File: src/source/local_mem_pkg.sv
// ********************
// Shared widths, vector types and channel structs for the local memory port.
// The shim, the AXI memory and the top level refer to these by scoped names.
// ********************

`default_nettype none

package local_mem_pkg;

    // Avalon addresses whole lines while AXI addresses bytes
    localparam int LINE_ADDR_WIDTH = 10;
    localparam int DATA_WIDTH = 64;
    localparam int DATA_N_BYTES = DATA_WIDTH / 8;
    localparam int BYTE_IDX_WIDTH = $clog2(DATA_N_BYTES);
    localparam int AXI_ADDR_WIDTH = LINE_ADDR_WIDTH + BYTE_IDX_WIDTH;
    localparam int MEM_LINES = 1 << LINE_ADDR_WIDTH;

    // Avalon bursts run from 1 to 4 beats, and AXI lengths count from zero
    localparam int BURST_CNT_WIDTH = 3;
    localparam int AXI_LEN_WIDTH = BURST_CNT_WIDTH - 1;
    localparam int USER_WIDTH = 4;

    // Channel queue sizes inside the memory, as pointer widths
    localparam int AW_PTR_WIDTH = 1;
    localparam int W_PTR_WIDTH = 3;
    localparam int AR_PTR_WIDTH = 1;
    localparam int AW_QUEUE_DEPTH = 1 << AW_PTR_WIDTH;
    localparam int W_QUEUE_DEPTH = 1 << W_PTR_WIDTH;
    localparam int AR_QUEUE_DEPTH = 1 << AR_PTR_WIDTH;

    typedef logic [LINE_ADDR_WIDTH-1:0] line_addr_t;
    typedef logic [AXI_ADDR_WIDTH-1:0] axi_addr_t;
    typedef logic [DATA_WIDTH-1:0] data_t;
    typedef logic [DATA_N_BYTES-1:0] byte_en_t;
    typedef logic [BURST_CNT_WIDTH-1:0] burst_cnt_t;
    typedef logic [AXI_LEN_WIDTH-1:0] axi_len_t;
    typedef logic [USER_WIDTH-1:0] user_t;

    // Queue pointers carry one extra bit so that full and empty differ
    typedef logic [AW_PTR_WIDTH:0] aw_ptr_t;
    typedef logic [W_PTR_WIDTH:0] w_ptr_t;
    typedef logic [AR_PTR_WIDTH:0] ar_ptr_t;

    typedef struct packed {
        logic read;
        logic write;
        line_addr_t address;
        burst_cnt_t burstcount;
        data_t writedata;
        byte_en_t byteenable;
        user_t user;
    } avmm_req_t;

    typedef struct packed {
        axi_addr_t addr;
        axi_len_t len;
        logic [2:0] size;
        user_t user;
    } axi_aw_t;

    typedef struct packed {
        axi_addr_t addr;
        axi_len_t len;
        logic [2:0] size;
        user_t user;
    } axi_ar_t;

    typedef struct packed {
        data_t data;
        byte_en_t strb;
        logic last;
    } axi_w_t;

    typedef struct packed {
        user_t user;
    } axi_b_t;

    typedef struct packed {
        data_t data;
        logic last;
        user_t user;
    } axi_r_t;

    typedef enum logic {
        WR_IDLE,
        WR_BURST
    } wr_state_t;

    typedef enum logic {
        RD_IDLE,
        RD_BURST
    } rd_state_t;

endpackage

`default_nettype wire

File: src/source/burst_sop_tracker.sv
// ********************
// Follows the beats of Avalon write bursts.
// Flags the beat that opens a burst and the beat that closes it, so the
// shim can send one write address per burst and mark the last data beat.
// ********************

`timescale 1ns/1ps
`default_nettype none

module burst_sop_tracker
(
    input  logic clk,
    input  logic reset,
    input  logic flit_valid,
    input  local_mem_pkg::burst_cnt_t burstcount,
    output logic sop,
    output logic eop
);

    // Beats still owed by the burst in progress
    local_mem_pkg::burst_cnt_t beats_left;
    // High while the next accepted write beat opens a new burst
    logic at_start;

    assign sop = at_start;

    // The burst count is only valid on the first beat, later beats use the counter
    assign eop = at_start ? (burstcount == local_mem_pkg::burst_cnt_t'(1))
                          : (beats_left == local_mem_pkg::burst_cnt_t'(1));

    always_ff @(posedge clk)
    begin
        if (reset)
        begin
            at_start <= 1'b1;
            beats_left <= '0;
        end
        else if (flit_valid)
        begin
            // A closing beat hands the next beat a fresh start
            at_start <= eop;
            beats_left <= (at_start ? burstcount : beats_left)
                          - local_mem_pkg::burst_cnt_t'(1);
        end
    end

    // A zero length burst would leave the counter wrapped and the shim stuck
    burstcount_nonzero: assert property (@(posedge clk) disable iff (reset)
        flit_valid && sop |-> burstcount != '0);

endmodule

`default_nettype wire

File: src/source/avalon_to_axi_shim.sv
// ********************
// Maps an Avalon-MM master onto the five AXI-MM channels.
// Avalon line addresses become AXI byte addresses, burst counts become
// zero based lengths, and responses flow straight back with their tags.
// The path is combinational apart from the write burst tracker.
// ********************

`timescale 1ns/1ps
`default_nettype none

module avalon_to_axi_shim
(
    input  logic clk,
    input  logic reset,

    // Avalon-MM side, facing the accelerator
    input  local_mem_pkg::avmm_req_t avmm_req,
    output logic waitrequest,
    output logic readdatavalid,
    output local_mem_pkg::data_t readdata,
    output local_mem_pkg::user_t readuser,
    output logic writeresponsevalid,
    output local_mem_pkg::user_t writeuser,

    // AXI-MM side, facing the memory
    output logic awvalid,
    input  logic awready,
    output local_mem_pkg::axi_aw_t aw,
    output logic wvalid,
    input  logic wready,
    output local_mem_pkg::axi_w_t w,
    output logic arvalid,
    input  logic arready,
    output local_mem_pkg::axi_ar_t ar,
    input  logic bvalid,
    output logic bready,
    input  local_mem_pkg::axi_b_t b,
    input  logic rvalid,
    output logic rready,
    input  local_mem_pkg::axi_r_t r
);

    logic wr_is_sop;
    logic wr_is_eop;
    local_mem_pkg::axi_addr_t byte_addr;
    local_mem_pkg::axi_len_t axi_len;

    // Count accepted write beats only, reads carry a whole burst in one command
    burst_sop_tracker wr_bursts
    (
        .clk(clk),
        .reset(reset),
        .flit_valid(avmm_req.write && !waitrequest),
        .burstcount(avmm_req.burstcount),
        .sop(wr_is_sop),
        .eop(wr_is_eop)
    );

    // Stall on any channel that could not take the beat
    // The memory keeps its readies independent of valid, so there is no loop here
    assign waitrequest = (avmm_req.write && wr_is_sop && !awready) || !wready || !arready;

    // Pad the line address with zero byte index bits
    assign byte_addr = {avmm_req.address, {local_mem_pkg::BYTE_IDX_WIDTH{1'b0}}};
    assign axi_len = local_mem_pkg::axi_len_t'(avmm_req.burstcount
                     - local_mem_pkg::burst_cnt_t'(1));

    // The write address goes out once, on the opening beat of a burst
    assign awvalid = avmm_req.write && !waitrequest && wr_is_sop;
    assign aw = '{
        addr: byte_addr,
        len: axi_len,
        size: 3'(local_mem_pkg::BYTE_IDX_WIDTH),
        user: avmm_req.user
    };

    // Every accepted write beat becomes one data beat
    assign wvalid = avmm_req.write && !waitrequest;
    assign w = '{
        data: avmm_req.writedata,
        strb: avmm_req.byteenable,
        last: wr_is_eop
    };

    assign arvalid = avmm_req.read && !waitrequest;
    assign ar = '{
        addr: byte_addr,
        len: axi_len,
        size: 3'(local_mem_pkg::BYTE_IDX_WIDTH),
        user: avmm_req.user
    };

    // Avalon responses cannot stall, so both response readies stay high
    assign bready = 1'b1;
    assign writeresponsevalid = bvalid;
    assign writeuser = b.user;

    assign rready = 1'b1;
    assign readdatavalid = rvalid;
    assign readdata = r.data;
    assign readuser = r.user;

    // The burst address travels with its first data beat
    // A single beat burst must close on that same beat, as the tracker decides
    aw_with_w: assert property (@(posedge clk) disable iff (reset)
        awvalid |-> wvalid && (w.last == (aw.len == '0)));

    // The master issues one command type per cycle
    no_read_and_write: assert property (@(posedge clk) disable iff (reset)
        !(avmm_req.read && avmm_req.write));

endmodule

`default_nettype wire

File: config.mk
export PLATFORM = sky130hd
export DESIGN_NAME = avalon_to_axi_shim
export DESIGN_NICKNAME = d
export VERILOG_FILES = /design/src/source/local_mem_pkg.sv /design/src/source/burst_sop_tracker.sv /design/src/source/avalon_to_axi_shim.sv
export SDC_FILE = /design/constraint.sdc
export NUM_CORES = 1
export LEC_CHECK = 0
export ABC_CLOCK_PERIOD_IN_PS = 2430
export BUFFER_PORTS_ARGS = -buffer_cell sky130_fd_sc_hd__buf_2
export CAP_MARGIN = 20
export CORE_AREA = 8 8 137 139
export CTS_CLUSTER_DIAMETER = 40
export DETAILED_ROUTE_END_ITERATION = 10
export DIE_AREA = 0 0 145 147
export SYNTH_ARGS = -nofsm -noshare
export SYNTH_HDL_FRONTEND = slang
export SYNTH_HIERARCHICAL = 1
export SYNTH_SLANG_ARGS = --single-unit
export TNS_END_PERCENT = 10
File: constraint.sdc
create_clock -name clk -period 2.43 [get_ports clk]
set_clock_uncertainty 0.2 [all_clocks]
set_input_delay 0.1215 -clock clk [delete_from_list [all_inputs] [get_ports clk]]
set_output_delay 0.1215 -clock clk [all_outputs]
set_load 0.005 [all_outputs]
Word level (Yosys, flattened, before mapping)
Index checks and enable logic that the tools add are counted.
W data, S select, Z words.
- bits in registers: 4
- bits of input ports: 171
- output and inout port bits: 197
- word-level logic and storage cells: 19
- add/subtract/negate cells: 2
- equality and inequality tests: 2
- multiplexer cells: 2
- reduce and logical (&&, ||, !) cells: 11
- operators by type and width (kind ; count):
    $eq A3 B1 Y1 const B ; 2
    $logic_and A1 B1 Y1 ; 5
    $logic_not A1 Y1 ; 4
    $mux W3 ; 1
    $sub A3 B1 Y3 const B ; 1
    $logic_or A1 B1 Y1 ; 2
    $sub A2 B1 Y2 const B ; 1
    $mux W1 ; 1

Longest topological paths before layout
- depth in word-level cells: 7
- depth in mapped cells: 7
- gate-level depth less buffers: 6

Cells and area by module
The synthesis kept the hierarchy.
- modules (own cells, without submodules) (module ; instances ; cells each ; area an instance (µm²)):
    avalon_to_axi_shim ; 1 ; 203 ; 1501.4
    burst_sop_tracker ; 1 ; 28 ; 270.3

Worst setup path after synthesis
Ideal clock, no wire load.
- kind: reg2reg
- from: register wr_bursts.at_start, in the netlist wr_bursts/sop
- to: register wr_bursts.at_start, in the netlist wr_bursts/sop
- data arrival time: 1365 ps
- data required time: 2110 ps
- slack: 746 ps
- cell stages (with the launch flop): 8
- cell sequence: dfxtp_1 buf_6 mux2i_4 inv_1 ha_1 inv_1 o21ai_0 a211o_1
- longest elaborated chain between the ends: 6
- elaborated cells on any way between the ends: 7
- those cells by class: 1 x mux; 6 x reduce/logical
- ends and longest elaborated chain (item ; RTL line ; text):
    start: declaration ; burst_sop_tracker.sv:23 ; logic at_start;
    start signal: assignment ; burst_sop_tracker.sv:41 ; at_start <= eop;
    $logic_and A1 B1 Y1 (2 in series) ; avalon_to_axi_shim.sv:61 ; assign waitrequest = (avmm_req.write && wr_is_sop && !awready) || !wready || !arready;
    $logic_or A1 B1 Y1 (2 in series) ; avalon_to_axi_shim.sv:61 ;
    $logic_not A1 Y1 ; avalon_to_axi_shim.sv:53 ; .flit_valid(avmm_req.write && !waitrequest),
    $logic_and A1 B1 Y1 ; avalon_to_axi_shim.sv:53 ;
Several ways; a longest one is shown, not always the timed one.
A chain may end at the register's enable or synchronous reset.

==> metrics <==
leading cell type by number of instances after synthesis=buf_4; H-Tree Depth=1; num ports=approximately 370; Post-CTS Repair Setup Buffers=0; most instantiated cells after synthesis=buf_4 (191), dfxtp_1 (4), nor2_1 (4); CTS Root Cell=clkbuf_16; Mapped Cells=231; Worst-Skew Late Latency=0.23 ns; Post-Route WL=around 4.9 mm; RSZ-0062 raised after global routing=false; Area growth, synth to finish=-52.7%; Synth Register Bits=4; clock transition at the registers of the reported paths=approximately 0.030 ns; Port Buffers=18; WL/cell=between 15 and 20 microns; layout cells sized above 1=32.4%; Post-DP HPWL=~4.2 mm; gr usage total=~4.2%; delay-heaviest family, CP=flip-flops; Critical R2R Capture=wr_bursts/sop$_SDFFE_PP1P_; max-cap violation count=0; VDD IR-drop max=approximately 0.00017 V; Clock Power Share=66.4%; Die Height=147 microns; WP data required=2.11 ns; Hold Path Stages=0; worst reg2reg startpoint=wr_bursts/sop$_SDFFE_PP1P_; min cycle time layout=~2 ns; top sig layer=met4; Worst Path Max Fanout=8; # setup viols final=0; CTS tree=done; WL met2=roughly 1.8 mm; Worst Hold Class=input port to primary output; Routability Congestion=approximately 0.65; TritonCTS Buffers=3; post-synthesis sequential area ratio=under 10%; number of synthesized flops with an enable pin=0; fmax=501 MHz; Yosys cell types=25; warnings from Yosys=6; R2R Setup Slk=slightly above 0.5 ns; hold_sp=r[5]; ANT nets after route=0; Metal-1 WL=between 1 and 1.5 mm; Diodes inserted=0; first-pass GRT wire length=6.09 mm; Die X=approximately 150 microns; CP Capture Type=primary output; layout net count=around 250; post-synth top area share=around four fifths; P_int=0.000304 W; switching power=between 0.00008 and 0.00009 W; part of the power in registers=between 10% and 20%; Initial DRT Pass Iterations=5; vias in the first global route=766; worst path cell trace=mux2i_1 > ha_1 > inv_1 > a211oi_1 > buf_2; Syn Area/Cell=approximately 7.7 sq um; Slew Limit Fails=0; Core Region=between 15000 and 20000 sq um; largest net degree at the start of global routing=10; placed cell count=between 200 and 300; GRT overflow=0; Initial Util=roughly a tenth; switching part of the total=a little over a fifth; Vias=around 700; Combinational Power Share=approximately 15%; DR iter-0 viols=14; met3 wire len=roughly 1.4 mm; Lkg Pwr=between 0.2 and 0.3 nW; worst hold endpoint=readdata[0]; Async SR Flop Fraction=0%; CTS Sinks=4; placed inst area=between 700 and 800 sq um; power per cell area=461 nW/um^2; Final Cell Area=~840 sq um; critical path class=register to primary output; Post-synth top flop=dfxtp_1; CP Buf/Inv Count=2; detailed-route DRC error count=0; vias per inst=around 2.3; crit-path max cell delay=~0.57 ns; status=finished clean; Data arrival, critical path=roughly 1.7 ns; Hold Fails Final Rpt=0; Register-to-Register Path Depth=6; Synth area leader=buf_4; Layout Cells excl Fill=about 300; PostCTS Resize Cnt=0; CP Launch Type=register; setup_tns=0 ns; fin crit share=82.1%; Placement Rows=48; final hold slack=around 0.043 ns; slowest stage cell, crit path=dfxtp_1; Netlist Area Pre-Place=1770 sq um; Max Root-Sink Buffers=2; die area=~21000 sq um; initial antenna violation count=0; top cells by area in the synthesized netlist=buf_4 (81%), dfxtp_1 (4.5%), ha_1 (1.4%)
## state kept, by name, summed over array words and instances (netlist names)
signal	count
wr_bursts/beats_left	3
wr_bursts/sop	1
## routing by layer
metal | vias to the layer above | track usage, %
li1 | 198 | -
met1 | 241 | 2.42
met2 | 167 | 4.91
met3 | 85 | 5.81
met4 | 0 | 5.84
met5 | - | 0
## worst reg2reg max path, stage by stage, from the launching register on
cell     delay, ns
dfxtp_1       0.57
mux2i_4       0.33
inv_1         0.06
ha_1          0.17
inv_1         0.09
o21ai_0       0.09
a211o_1       0.29
## logic make-up after synthesis
kind of cell	synth area share, %
xor gates and xnor gates	0.989
other	0.424
muxes	2.40
AOI/OAI and AO/OA	2.54
adders and majority gates	1.41
and+or+nand+nor	5.23
buffers and inverters	82.5
DFF	4.52
## layout make-up
type,count,area [sq um]
Tap cell,225,282
Timing Repair Buffer,21,115
Fill cell,1969,15900
Inverter,3,11.3
Clock buffer,3,75.1
Sequential cell,4,80.1
Multi-Input combinational cell,43,275
## repair_timing
item | CTS | global route
hold buffers | 1 | 0
endpoints found under the setup margin | 0 | 0
hold endpoints to repair | 4 | 0
## worst max path at each step
stage | from | end | slack, ns | cells past startpoint
2_1_floorplan | wr_bursts/sop$_SDFFE_PP1P_ | wr_bursts/sop$_SDFFE_PP1P_ | 0.75 | 7
3_3_place_gp | wr_bursts/sop$_SDFFE_PP1P_ | wr_bursts/sop$_SDFFE_PP1P_ | 0.50 | 6
3_5_place_dp | wr_bursts/sop$_SDFFE_PP1P_ | wr_bursts/sop$_SDFFE_PP1P_ | 0.47 | 6
4_1_cts | wr_bursts/sop$_SDFFE_PP1P_ | w[0] | 0.35 | 5
5_1_grt | wr_bursts/sop$_SDFFE_PP1P_ | w[0] | 0.24 | 5
6_report | wr_bursts/sop$_SDFFE_PP1P_ | w[0] | 0.44 | 5
## power groups by stage
stage	Sequential (W)	Clock [W]	Combinational, W
2_1_floorplan	0.0000709	0	0.000284
3_3_place_gp	0.0000731	0	0.0000568
3_5_place_dp	0.0000733	0	0.0000576
4_1_cts	0.0000724	0.000263	0.0000593
5_1_grt	0.0000727	0.000266	0.0000670
6_report	0.0000720	0.000257	0.0000579
## per-stage QoR
stage	setup slack (ns)	utilization, %	total power, W
3_5_place_dp	0.467	4.50	0.000131
6_report	0.435	5.00	0.000386
2_1_floorplan	0.746	-	0.000354
3_3_place_gp	0.496	4.50	0.000130
4_1_cts	0.345	5.00	0.000394
5_1_grt	0.236	5.00	0.000405
## cells in the final DEF, fill, tap and decap left out, types with 2 or more instances in the layout
cell type and count:
a21oi_1 2, nor2b_1 3, clkbuf_16 3, a211oi_1 2, nand3_1 2, dfxtp_1 4
inv_1 3, buf_2 18, conb_1 14, mux2i_1 2, nor2_1 4, ha_1 2
buf_4 2
Power figures use the tool's default switching activity.
